<file path="src/sir_settings.svh">
`ifndef SIR_SETTINGS_SVH
`define SIR_SETTINGS_SVH

////////////////////////////////////////////////////////////
// Receiver timing
////////////////////////////////////////////////////////////

// Sample ticks per bit period
`define SIR_OVERSAMPLE 16

// Bits shifted in per frame, start and stop excluded
`define SIR_FRAME_BITS 9

// Clock divisor for the sample tick
`define SIR_DIV_WIDTH 16
`define SIR_DIV_RESET 4

////////////////////////////////////////////////////////////
// APB register map
////////////////////////////////////////////////////////////

`define SIR_APB_ADDR_WIDTH 8
`define SIR_APB_DATA_WIDTH 32

`define SIR_ADDR_CTRL   8'h00
`define SIR_ADDR_DIV    8'h04
`define SIR_ADDR_STATUS 8'h08
`define SIR_ADDR_DATA   8'h0C

`endif

</file>
<file path="src/sir_pkg.sv">
`include "sir_settings.svh"

package sir_pkg;

    // Receive FSM states, in walk order
    typedef enum logic [2:0]
    {
        IDLE  = 3'd0,
        START = 3'd1,
        BIT   = 3'd2,
        SHIFT = 3'd3,
        STOP  = 3'd4,
        SAVE  = 3'd5
    } sir_state_t;

    // Parity view of a received word, parity bit last in
    typedef struct packed
    {
        logic [7:0] data;
        logic       parity;
    } sir_word_par_t;

    // Same nine bits, raw or as byte plus parity
    typedef union packed
    {
        logic [`SIR_FRAME_BITS-1:0] raw;
        sir_word_par_t              pb;
    } sir_word_u;

    // CTRL register, bit 0 first from the bottom
    typedef struct packed
    {
        logic irq_en;
        logic parity_en;
        logic enable;
    } sir_ctrl_t;

    // STATUS register
    typedef struct packed
    {
        logic parity_err;
        logic frame_err;
        logic overrun;
        logic valid;
    } sir_status_t;

endpackage

</file>
<file path="src/sir_seq_if.sv">
`timescale 1ns/100ps

interface sir_seq_if;

    // Strobes from the FSM
    logic load_half;
    logic load_full;
    logic bit_clear;
    logic bit_step;
    logic shift_en;

    // Timer feedback
    logic tick_done;
    logic bits_done;

    // Synchronized serial line
    logic rxd_s;

    modport fsm
    (
        output load_half, load_full, bit_clear, bit_step, shift_en,
        input  tick_done, bits_done, rxd_s
    );

    modport timer
    (
        input  load_half, load_full, bit_clear, bit_step,
        output tick_done, bits_done
    );

    modport shifter
    (
        input  shift_en,
        output rxd_s
    );

endinterface

</file>
<file path="src/sir_fsm.sv">
`timescale 1ns/100ps

module sir_fsm
    import sir_pkg::*;
(
    input  logic   clk,
    input  logic   rstn,
    input  logic   enable,
    sir_seq_if.fsm seq,
    output logic   frame_valid,
    output logic   frame_err
);

    sir_state_t state;
    sir_state_t next_state;
    logic       rxd_prev;
    logic       stop_low;
    logic       start_edge;

    // Falling edge on the synchronized line
    assign start_edge = rxd_prev & ~seq.rxd_s;

    always_ff @(posedge clk or negedge rstn)
    begin
        if (!rstn)
        begin
            state    <= IDLE;
            rxd_prev <= 1'b1;
            stop_low <= 1'b0;
        end
        else
        begin
            state    <= next_state;
            rxd_prev <= seq.rxd_s;
            // Stop bit sampled at its middle
            if (state == STOP && seq.tick_done)
                stop_low <= ~seq.rxd_s;
        end
    end

    ////////////////////////////////////////////////////////////
    // Next state and sequencing strobes
    ////////////////////////////////////////////////////////////

    always_comb
    begin
        next_state    = state;
        seq.load_half = 1'b0;
        seq.load_full = 1'b0;
        seq.bit_clear = 1'b0;
        seq.bit_step  = 1'b0;
        seq.shift_en  = 1'b0;
        case (state)
            IDLE:
            begin
                if (enable && start_edge)
                begin
                    next_state    = START;
                    seq.load_half = 1'b1;
                    seq.bit_clear = 1'b1;
                end
            end
            START:
            begin
                // Recheck at mid start bit, high means a glitch
                if (seq.tick_done)
                begin
                    if (!seq.rxd_s)
                    begin
                        next_state    = BIT;
                        seq.load_full = 1'b1;
                    end
                    else
                        next_state = IDLE;
                end
            end
            BIT:
            begin
                // Reload on the tick itself so no clocks are lost
                if (seq.tick_done)
                begin
                    next_state    = SHIFT;
                    seq.load_full = 1'b1;
                end
            end
            SHIFT:
            begin
                seq.shift_en = 1'b1;
                if (seq.bits_done)
                    next_state = STOP;
                else
                begin
                    seq.bit_step = 1'b1;
                    next_state   = BIT;
                end
            end
            STOP:
            begin
                if (seq.tick_done)
                    next_state = SAVE;
            end
            SAVE:
                next_state = IDLE;
            default:
                next_state = IDLE;
        endcase
        // Disabling drops any frame in progress
        if (!enable)
            next_state = IDLE;
    end

    assign frame_valid = (state == SAVE);
    assign frame_err   = (state == SAVE) & stop_low;

endmodule

</file>
<file path="src/sir_timer.sv">
`timescale 1ns/100ps

`include "sir_settings.svh"

module sir_timer
(
    input  logic                      clk,
    input  logic                      rstn,
    input  logic [`SIR_DIV_WIDTH-1:0] div,
    sir_seq_if.timer                  seq
);

    localparam int SMP_W = $clog2(`SIR_OVERSAMPLE);
    localparam int BIT_W = $clog2(`SIR_FRAME_BITS);
    localparam logic [SMP_W-1:0] HALF_LOAD = SMP_W'(`SIR_OVERSAMPLE / 2 - 1);
    localparam logic [SMP_W-1:0] FULL_LOAD = SMP_W'(`SIR_OVERSAMPLE - 1);
    localparam logic [BIT_W-1:0] BIT_LOAD  = BIT_W'(`SIR_FRAME_BITS - 1);

    logic [`SIR_DIV_WIDTH-1:0] div_eff;
    logic [`SIR_DIV_WIDTH-1:0] pre_cnt;
    logic                      tick;
    logic                      load;
    logic [SMP_W-1:0]          smp_cnt;
    logic                      armed;
    logic [BIT_W-1:0]          bit_cnt;

    // Divisor of zero runs at the full clock rate
    assign div_eff = (div == '0) ? `SIR_DIV_WIDTH'(1) : div;
    assign tick    = (pre_cnt >= div_eff - 1'b1);
    assign load    = seq.load_half | seq.load_full;

    ////////////////////////////////////////////////////////////
    // Prescaler and oversample countdown
    ////////////////////////////////////////////////////////////

    always_ff @(posedge clk or negedge rstn)
    begin
        if (!rstn)
        begin
            pre_cnt <= '0;
            smp_cnt <= '0;
            armed   <= 1'b0;
        end
        else
        begin
            // A load realigns the tick phase
            if (load || tick)
                pre_cnt <= '0;
            else
                pre_cnt <= pre_cnt + 1'b1;

            if (seq.load_half)
            begin
                smp_cnt <= HALF_LOAD;
                armed   <= 1'b1;
            end
            else if (seq.load_full)
            begin
                smp_cnt <= FULL_LOAD;
                armed   <= 1'b1;
            end
            else if (tick && armed)
            begin
                if (smp_cnt == '0)
                    armed <= 1'b0;
                else
                    smp_cnt <= smp_cnt - 1'b1;
            end
        end
    end

    assign seq.tick_done = tick & armed & (smp_cnt == '0);

    // Bits still to shift after the current one
    always_ff @(posedge clk or negedge rstn)
    begin
        if (!rstn)
            bit_cnt <= BIT_LOAD;
        else if (seq.bit_clear)
            bit_cnt <= BIT_LOAD;
        else if (seq.bit_step && bit_cnt != '0)
            bit_cnt <= bit_cnt - 1'b1;
    end

    assign seq.bits_done = (bit_cnt == '0);

endmodule

</file>
<file path="src/sir_shifter.sv">
`timescale 1ns/100ps

`include "sir_settings.svh"

module sir_shifter
    import sir_pkg::*;
(
    input  logic       clk,
    input  logic       rstn,
    input  logic       rxd,
    sir_seq_if.shifter seq,
    output sir_word_u  word
);

    logic [1:0] sync_q;

    ////////////////////////////////////////////////////////////
    // Line synchronizer
    ////////////////////////////////////////////////////////////

    // Idle line is high, so the flops come out of reset high
    always_ff @(posedge clk or negedge rstn)
    begin
        if (!rstn)
            sync_q <= 2'b11;
        else
            sync_q <= {sync_q[0], rxd};
    end

    assign seq.rxd_s = sync_q[1];

    ////////////////////////////////////////////////////////////
    // Shift register
    ////////////////////////////////////////////////////////////

    // New bit enters at the bottom, first bit ends up as MSB
    always_ff @(posedge clk)
    begin
        if (seq.shift_en)
            word.raw <= {word.raw[`SIR_FRAME_BITS-2:0], seq.rxd_s};
    end

endmodule

</file>
<file path="src/sir_apb_regs.sv">
`timescale 1ns/100ps

`include "sir_settings.svh"

module sir_apb_regs
    import sir_pkg::*;
(
    input  logic                           clk,
    input  logic                           rstn,
    input  logic [`SIR_APB_ADDR_WIDTH-1:0] paddr,
    input  logic                           psel,
    input  logic                           penable,
    input  logic                           pwrite,
    input  logic [`SIR_APB_DATA_WIDTH-1:0] pwdata,
    output logic [`SIR_APB_DATA_WIDTH-1:0] prdata,
    output logic                           pready,
    output logic                           pslverr,
    input  logic                           frame_valid,
    input  logic                           frame_err,
    input  sir_word_u                      word,
    output sir_ctrl_t                      ctrl,
    output logic [`SIR_DIV_WIDTH-1:0]      div,
    output logic                           irq
);

    logic        access;
    logic        addr_hit;
    logic        wr_en;
    logic        rd_en;
    logic        data_rd;
    logic        par_bad;
    sir_status_t status_q;
    sir_status_t status_d;
    sir_status_t status_w1c;
    sir_word_u   data_q;

    ////////////////////////////////////////////////////////////
    // Access decode
    ////////////////////////////////////////////////////////////

    assign access = psel & penable;

    always_comb
    begin
        case (paddr)
            `SIR_ADDR_CTRL, `SIR_ADDR_DIV, `SIR_ADDR_STATUS, `SIR_ADDR_DATA:
                addr_hit = 1'b1;
            default:
                addr_hit = 1'b0;
        endcase
    end

    assign wr_en   = access & pwrite & addr_hit;
    assign rd_en   = access & ~pwrite & addr_hit;
    assign data_rd = rd_en & (paddr == `SIR_ADDR_DATA);

    // No wait states
    assign pready  = 1'b1;
    assign pslverr = access & ~addr_hit;

    // Control and divisor
    always_ff @(posedge clk or negedge rstn)
    begin
        if (!rstn)
        begin
            ctrl <= '0;
            div  <= `SIR_DIV_WIDTH'(`SIR_DIV_RESET);
        end
        else if (wr_en)
        begin
            if (paddr == `SIR_ADDR_CTRL)
                ctrl <= sir_ctrl_t'(pwdata[$bits(sir_ctrl_t)-1:0]);
            if (paddr == `SIR_ADDR_DIV)
                div <= pwdata[`SIR_DIV_WIDTH-1:0];
        end
    end

    ////////////////////////////////////////////////////////////
    // Received word and status flags
    ////////////////////////////////////////////////////////////

    // Even parity over the byte must match the trailing bit
    assign par_bad    = ctrl.parity_en & ((^word.pb.data) != word.pb.parity);
    assign status_w1c = sir_status_t'(pwdata[$bits(sir_status_t)-1:0]);

    always_comb
    begin
        status_d = status_q;
        // Error flags are write-one-to-clear, valid is read-only
        if (wr_en && paddr == `SIR_ADDR_STATUS)
        begin
            status_d.overrun    = status_q.overrun & ~status_w1c.overrun;
            status_d.frame_err  = status_q.frame_err & ~status_w1c.frame_err;
            status_d.parity_err = status_q.parity_err & ~status_w1c.parity_err;
        end
        if (data_rd)
            status_d.valid = 1'b0;
        // New frame wins over a clear in the same cycle
        if (frame_valid)
        begin
            status_d.valid      = 1'b1;
            status_d.overrun    = status_d.overrun | (status_q.valid & ~data_rd);
            status_d.frame_err  = status_d.frame_err | frame_err;
            status_d.parity_err = status_d.parity_err | par_bad;
        end
    end

    always_ff @(posedge clk or negedge rstn)
    begin
        if (!rstn)
            status_q <= '0;
        else
            status_q <= status_d;
    end

    // Held word, overwritten by every new frame
    always_ff @(posedge clk)
    begin
        if (frame_valid)
            data_q <= word;
    end

    // Read mux, unused bits read as zero
    always_comb
    begin
        prdata = '0;
        case (paddr)
            `SIR_ADDR_CTRL:
                prdata[$bits(sir_ctrl_t)-1:0] = ctrl;
            `SIR_ADDR_DIV:
                prdata[`SIR_DIV_WIDTH-1:0] = div;
            `SIR_ADDR_STATUS:
                prdata[$bits(sir_status_t)-1:0] = status_q;
            `SIR_ADDR_DATA:
            begin
                if (ctrl.parity_en)
                    prdata[7:0] = data_q.pb.data;
                else
                    prdata[`SIR_FRAME_BITS-1:0] = data_q.raw;
            end
            default:
                prdata = '0;
        endcase
    end

    assign irq = ctrl.irq_en & (|status_q);

endmodule

</file>
<file path="src/sir_rx_top.sv">
`timescale 1ns/100ps

`include "sir_settings.svh"

module sir_rx_top
    import sir_pkg::*;
(
    input  logic                           clk,
    input  logic                           rstn,
    input  logic [`SIR_APB_ADDR_WIDTH-1:0] paddr,
    input  logic                           psel,
    input  logic                           penable,
    input  logic                           pwrite,
    input  logic [`SIR_APB_DATA_WIDTH-1:0] pwdata,
    output logic [`SIR_APB_DATA_WIDTH-1:0] prdata,
    output logic                           pready,
    output logic                           pslverr,
    input  logic                           rxd,
    output logic                           irq
);

    sir_ctrl_t                 ctrl;
    logic [`SIR_DIV_WIDTH-1:0] div;
    sir_word_u                 word;
    logic                      frame_valid;
    logic                      frame_err;

    // Sequencing between FSM, timer and shifter
    sir_seq_if seq_if ();

    sir_fsm sir_fsm_i
    (
        .clk         (clk),
        .rstn        (rstn),
        .enable      (ctrl.enable),
        .seq         (seq_if.fsm),
        .frame_valid (frame_valid),
        .frame_err   (frame_err)
    );

    sir_timer sir_timer_i
    (
        .clk  (clk),
        .rstn (rstn),
        .div  (div),
        .seq  (seq_if.timer)
    );

    sir_shifter sir_shifter_i
    (
        .clk  (clk),
        .rstn (rstn),
        .rxd  (rxd),
        .seq  (seq_if.shifter),
        .word (word)
    );

    sir_apb_regs sir_apb_regs_i
    (
        .clk         (clk),
        .rstn        (rstn),
        .paddr       (paddr),
        .psel        (psel),
        .penable     (penable),
        .pwrite      (pwrite),
        .pwdata      (pwdata),
        .prdata      (prdata),
        .pready      (pready),
        .pslverr     (pslverr),
        .frame_valid (frame_valid),
        .frame_err   (frame_err),
        .word        (word),
        .ctrl        (ctrl),
        .div         (div),
        .irq         (irq)
    );

endmodule

</file>
<file path="config.mk">
export PLATFORM = sky130hd
export DESIGN_NAME = sir_rx_top
export DESIGN_NICKNAME = d
export VERILOG_FILES = /design/src/sir_pkg.sv /design/src/sir_seq_if.sv /design/src/sir_fsm.sv /design/src/sir_timer.sv /design/src/sir_shifter.sv /design/src/sir_apb_regs.sv /design/src/sir_rx_top.sv
export VERILOG_INCLUDE_DIRS = /design/src
export SDC_FILE = /design/constraint.sdc
export NUM_CORES = 1
export LEC_CHECK = 0
export BUFFER_PORTS_ARGS = -buffer_cell sky130_fd_sc_hd__buf_4
export CAP_MARGIN = 5
export CORE_ASPECT_RATIO = 0.75
export CORE_UTILIZATION = 55
export CTS_CLUSTER_DIAMETER = 50
export DETAILED_ROUTE_END_ITERATION = 7
export PLACE_DENSITY = 0.77
export SYNTH_ARGS = -nofsm -noshare
export SYNTH_HDL_FRONTEND = slang
export SYNTH_SLANG_ARGS = --single-unit
</file>
<file path="constraint.sdc">
create_clock -name clk -period 10 [get_ports clk]
set_input_delay 0 -clock clk [delete_from_list [all_inputs] [get_ports clk]]
set_output_delay 0 -clock clk [all_outputs]
set_load 0.1 [all_outputs]
</file>
After elaboration in Yosys (flattened, before gate mapping) --
Index checks and enable logic that the tools add are counted.
Word-level totals: register bits 73
Cells by class: $add $sub $neg 4, $lt $le $gt $ge 1, eq/ne operators 14, mux-type cells 39, bitwise gates (word level) 28, reductions and logical operators 24
Operators by type and width (count):
- $mux 16 | 2
- $mux 4 | 7
- $mux 3 | 7
- $and 1x1->1 | 17
- $add 16x1->16 const B | 1
- $eq 8x4->1 const B | 2
- $ge 16x16->1 | 1
- $logic_not 16->1 | 1
- $sub 16x1->16 const B | 1
- $mux 1 | 15
- $pmux 3 s5 | 1
- $ne 3x3->1 const B | 4
- $pmux 3 s4 | 1
- $pmux 5 s2 | 1
- $eq 8x3->1 const B | 1
- $logic_not 4->1 | 2
- $logic_not 8->1 | 1
- $mux 8 | 1
- $reduce_and 2->1 | 4
- $reduce_or 4->1 | 2
- $reduce_xor 8->1 | 1
- $sub 4x1->4 const B | 2
- $mux 7 | 1
- $not 1->1 | 7
- 16 further kinds | 27

Logic depth before layout (Yosys ltp) --
depth after elaboration 11, gate-level depth with buffers 20, gate-level depth less buffers 18

By module --
Synthesis repeated with hierarchy kept, for this count alone.
Unflattened totals: cells, all modules 405, area, all modules 4281.6 µm²
Modules (own cells, without submodules):
- sir_timer | instances 1, cells each 211, area an instance 1876.8 µm²
- sir_apb_regs | instances 1, cells each 151, area an instance 1766.7 µm²
- sir_shifter | instances 1, cells each 11, area an instance 322.8 µm²
- sir_fsm | instances 1, cells each 32, area an instance 315.3 µm²

Worst setup path before layout --
OpenSTA, ideal clock, no wires.
path kind reg2reg, from reg sir_apb_regs_i.div[12], to reg sir_timer_i.smp_cnt[2], arrival time 4014 ps, required time 9874 ps, path slack 5859 ps, stages on the path, launching flop included 19, clock period less this slack 4141 ps, path through dfrtp_1 > or4_1 > nor3_1 > nand3b_1 > nor3_1 > nor2_1 > ha_1 > nand2_1 > or2_2 > or3_1 > nor3_1 > xnor2_1 > ha_1 > nand4_1 > or3_1 > or4_1 > nand4_2 > a31oi_1 > a311o_1
On the way: longest elaborated chain between the ends 10, elaborated cells between the ends (all ways) 15
Ends and longest elaborated chain:
- start: declaration | line sir_apb_regs.sv:22 | output logic [`SIR_DIV_WIDTH-1:0] div,
- start signal: assignment | line sir_apb_regs.sv:67 | div <= `SIR_DIV_WIDTH'(`SIR_DIV_RESET);
- start signal: assignment | line sir_apb_regs.sv:74 | div <= pwdata[`SIR_DIV_WIDTH-1:0];
- $logic_not 16->1 | line sir_timer.sv:28 | assign div_eff = (div == '0) ? `SIR_DIV_WIDTH'(1) : div;
- $mux 16 * | line sir_timer.sv:28
- $sub 16x1->16 * | line sir_timer.sv:29 | assign tick = (pre_cnt >= div_eff - 1'b1);
- $ge 16x16->1 * | line sir_timer.sv:29
- $and 1x1->1 (2 in a row) | line sir_timer.sv:72 | assign seq.tick_done = tick & armed & (smp_cnt == '0);
- $mux 1, on equally long branches | line sir_fsm.sv:80, sir_fsm.sv:66
- $pmux 1 s2 | line sir_fsm.sv:53 | case (state)
- $ne 3x1->1 (no line), or another cell as far along
- $reduce_and 2->1 (no line) / $mux 4 (equally long branches)
- end signal: assignment | line sir_timer.sv:67 | smp_cnt <= smp_cnt - 1'b1;
- end: declaration | line sir_timer.sv:23 | logic [SMP_W-1:0] smp_cnt;
Mark *: on every way between the ends. The rest lies on a longest branch, timed or not. A chain may end at the register's enable or synchronous reset.

Worst setup path after layout --
from reg sir_apb_regs_i.div[12], to reg sir_timer_i.pre_cnt[10]
On the way: longest elaborated chain between the ends 11, elaborated cells between the ends (all ways) 12
Ends and longest elaborated chain:
- $logic_not 16->1 | line sir_timer.sv:28
- $mux 16 * | line sir_timer.sv:28
- $sub 16x1->16 * | line sir_timer.sv:29
- $ge 16x16->1 * | line sir_timer.sv:29
- $and 1x1->1 (2 in a row) | line sir_timer.sv:72
- $mux 1, on equally long branches | line sir_fsm.sv:80, sir_fsm.sv:66
- $pmux 1 s2 | line sir_fsm.sv:53
- $or 1x1->1 | line sir_timer.sv:30 | assign load = seq.load_half | seq.load_full;
- $logic_or 1x1->1 * | line sir_timer.sv:47 | if (load || tick)
- $mux 16 * | line sir_timer.sv:47
- end signal: assignment | line sir_timer.sv:50 | pre_cnt <= pre_cnt + 1'b1;
- end: declaration | line sir_timer.sv:20 | logic [`SIR_DIV_WIDTH-1:0] pre_cnt;
Marks and branches as above.

==> results.py <==
metrics = {
    "status": {
        "outcome": "finished, final reports clean",
    },
    "synth": {
        "yosys_register_bits": 73,
        "avgSynthCellArea_um2": 10.4,
        "synth_cells": 409,
        "seq_area_frac_synth_pct": 45.2,
        "synth_warnings": 0,
        "synth_area_um2": 4260,
        "synth-main-ff-cell": "dfrtp_1",
        "synth_edf_count": 18,
        "synth.distinct_cells": 59,
        "synthArstFlopShare_pct": 75.3,
    },
    "global_routing": {
        "grt_usage_pct": 23.2,
        "overflow": 0,
        "first_global_vias": 3142,
        "grt_max_degree": 56,
        "grt_pass1_wl_mm": 14.8,
        "antenna_found_initial": 0,
    },
    "power_and_ir_drop": {
        "intPower_mw": 0.490,
        "power.density_nw_per_um2": 136,
        "peakVddDrop_mv": 0.112,
        "combPwrFrac_pct": 15.8,
        "clock_power_share_pct": 36.7,
        "pwr-share-seq_pct": 47.6,
        "switchingPower_mw": 0.191,
        "power.leakage_nw": 2.20,
        "switching_share_pct": 28.1,
        "power_mw": 0.681,
    },
    "clocking": {
        "cts.htree.levels": 3,
        "ctsResizeCount": 0,
        "clock_path_buffers": 2,
        "cts_tree": "done",
        "root_buffer": "clkbuf_8",
        "cts_num_sinks": 73,
        "cts.clk_slew.worst_paths_ns": 0.08,
        "cts_buffers": 9,
        "worstSkewPairLatency_ns": 0.34,
    },
    "critical_path": {
        "cp.required_ns": 10.19,
        "setup.worst_path.end_class": "flip-flop",
        "crit_type": "flip-flop to flip-flop",
        "crit_chain": "or4_1, nor3_1, nand3b_1, nor3_1, nor2_1, ha_1, nand2_1, or2_2, or3_1, nor3_1, xnor2_1, ha_1, nand4_1, or3_1, or4_1, nand4_2, nand2b_1, nor2_1",
        "critPathMaxStageDelay_ns": 0.60,
        "cp_data_arrival_time_ns": 5.21,
        "path_delay_family": "simple AND/OR/NAND/NOR gates",
        "cp_num_buf_inv": 0,
        "cpMostUsedCell": "nor3_1",
        "critPathLaunchType": "flip-flop",
        "slowest_stage": "or4_1",
        "path_max_fanout": 16,
    },
    "cells_and_area": {
        "finalInstanceArea_um2": 5000,
        "syn2layout_area_growth_pct": 17.5,
        "nNetsFinal": 537,
        "n_antenna_cell": 0,
        "fillers": 563,
        "layout-drive-gt1-share_pct": 20.4,
    },
    "floorplanning": {
        "start_util_pct": 57.3,
        "core-area_um2": 7430,
        "die_area_um2": 8100,
        "pin_count": 81,
        "rows": 27,
        "die_h_um": 78.2,
        "fp.dieW_um": 104,
    },
    "timing": {
        "finClkSkew_ns": 0.00682,
        "max_freq_mhz": 199,
        "drv_slew": 0,
        "setup_viol": 0,
        "worst_slew_pin_slew_ns": 0.992,
        "finalWorstSetupSlack_ns": 4.98,
        "maxSlewHeadroom_pct": 33.4,
        "fin_setup_tns_ns": 0,
        "rsz0062_at_grt": "no",
        "period_minus_slack_ns": 5.02,
        "hold_viol": 0,
        "fin_crit_sh_pct": 50.2,
    },
    "drt": {
        "drt-wirelength-per-cell_um": 15.1,
        "via_per_inst": 5.54,
        "dr.first_iter.drc_count": 140,
        "drt-total-wl_mm": 8.72,
        "num_vias": 3191,
        "drc": 0,
        "drtAntennaViolNets": 0,
        "drt_first_pass_iters": 4,
    },
    "placed_design": {
        "io_buffer_count": 47,
        "place_congestion": 0.835,
        "pre_cts_ws_ns": 5.05,
        "place_hpwl_mm": 6.34,
        "place_area_um2": 4590,
    },
    "run": {
        "drv_cap": 0,
    },
    "hold_path": {
        "hold_path.class": "input port to flip-flop",
    },
}
[logic make-up after synthesis]
family                   share of synthesized area [%]
buffers and inverters                             5.96
AND/OR/NAND/NOR                                   19.0
other                                            0.176
flip-flops                                        45.2
adder cells (fa/ha/maj)                           6.17
AO/OA/AOI/OAI                                     7.90
XOR/XNOR                                          7.81
multiplexers                                      7.79
[Yosys cell counts (all sizes together), types with 3 or more instances]
| library cell | instances | area share (%) |
|---|---|---|
| buf | 23 | 4.2 |
| nand4 | 8 | 1.3 |
| nand2 | 25 | 2.2 |
| clkbuf | 8 | 0.71 |
| nor3b | 3 | 0.65 |
| nor4 | 4 | 0.73 |
| a31oi | 9 | 1.3 |
| dfrtp | 50 | 29 |
| o21ai | 16 | 1.9 |
| and3 | 8 | 1.2 |
| a21oi | 7 | 0.82 |
| or3 | 5 | 0.73 |
| mux2i | 5 | 1.2 |
| nand3b | 3 | 0.53 |
| xnor2 | 25 | 5.1 |
| nand2b | 6 | 0.88 |
| nand3 | 16 | 2.2 |
| dfstp | 5 | 3.1 |
| nor3 | 10 | 1.2 |
| nor2b | 5 | 0.73 |
| xor2 | 13 | 2.7 |
| or4 | 3 | 0.53 |
| and2 | 10 | 1.5 |
| edfxtp | 18 | 13 |
| mux2 | 21 | 5.6 |
| ha | 21 | 6.2 |
| nor2 | 42 | 3.7 |
| inv | 12 | 1.1 |
[worst min-delay path: stages]
cell and delay (ns):
buf_4 0.11, nand2_1 0.07, o41ai_1 0.09, o21ai_0 0.07
[stage by stage]
step | instances | hold slack [ns] | utilization (%)
4_1_cts | 576 | 0.0346 | 67.3
5_1_grt | 576 | 0.0614 | 67.3
6_report | 576 | 0.0464 | 67.3
3_3_place_gp | 541 | 0.0902 | 61.8
3_5_place_dp | 541 | 0.103 | 61.8
2_1_floorplan | 424 | -0.296 | -
[layout make-up]
type	count	area [um^2]	area share [%]
Clock buffer	9	124	2.48
Timing Repair Buffer	66	543	10.9
Tap cell	101	126	2.53
Inverter	12	45.0	0.900
Multi-Input combinational cell	308	2150	42.9
Clock inverter	7	95.1	1.90
Sequential cell	73	1920	38.4
[placed cells by master, fill, tap and decap left out, drive strengths merged, types with 17 or more instances in the layout]
cell	synthesis	final
dfrtp	50	50
buf	23	47
nor2	42	42
nand2	25	25
xnor2	25	25
mux2	21	21
ha	21	21
dlygate4sd3	0	19
edfxtp	18	18
conb	2	17
[final timing paths]
path | start | end | slack (ns) | cells after the start
worst max-delay path | sir_apb_regs_i.div[12] | sir_timer_i.pre_cnt[10] | 4.98 | 18
worst min-delay path | penable | sir_apb_regs_i.status_q[0] | 0.05 | 4
worst max register to register | sir_apb_regs_i.div[12] | sir_timer_i.pre_cnt[10] | 4.98 | 18
worst min register to register | sir_shifter_i.sync_q[0] | sir_shifter_i.sync_q[1] | 0.36 | 0
max in group asynchronous | rstn | sir_timer_i.pre_cnt[4] | 9.25 | 2
min in group asynchronous | rstn | sir_timer_i.smp_cnt[1] | 0.25 | 2
[power groups by stage]
| stage | logic (mW) | clock network [mW] | registers, mW |
|---|---|---|---|
| 2_1_floorplan | 0.0862 | 0 | 0.325 |
| 3_3_place_gp | 0.0981 | 0 | 0.329 |
| 3_5_place_dp | 0.101 | 0 | 0.330 |
| 4_1_cts | 0.108 | 0.257 | 0.324 |
| 5_1_grt | 0.118 | 0.268 | 0.325 |
| 6_report | 0.107 | 0.250 | 0.324 |
[flip-flops by register name, indices dropped and copies added (netlist names)]
register                 cells
sir_apb_regs_i.div          16
sir_timer_i.pre_cnt         16
sir_apb_regs_i.data_q        9
sir_shifter_i.word           9
sir_apb_regs_i.status_q      4
sir_timer_i.bit_cnt          4
sir_timer_i.smp_cnt          4
sir_apb_regs_i.ctrl          3
sir_fsm_i.state              3
sir_shifter_i.sync_q         2
sir_fsm_i.rxd_prev           1
sir_fsm_i.stop_low           1
sir_timer_i.armed            1
[per-layer routing]
| metal | track usage [%] | up-vias | part of all wire, % |
|---|---|---|---|
| met4 | 6.67 | 0 | 1.1 |
| met2 | 39.1 | 89 | 47 |
| met5 | 0 | - | 0 |
| li1 | - | 1544 | - |
| met1 | 30.5 | 1547 | 47 |
| met3 | 4.90 | 11 | 4.5 |
[repair_timing]
action	in CTS	in global routing
hold buffers	19	0
endpoints found under the setup margin	0	0
hold endpoints to repair	74	0
setup buffers	0	0
Power figures use the tool's default switching activity.
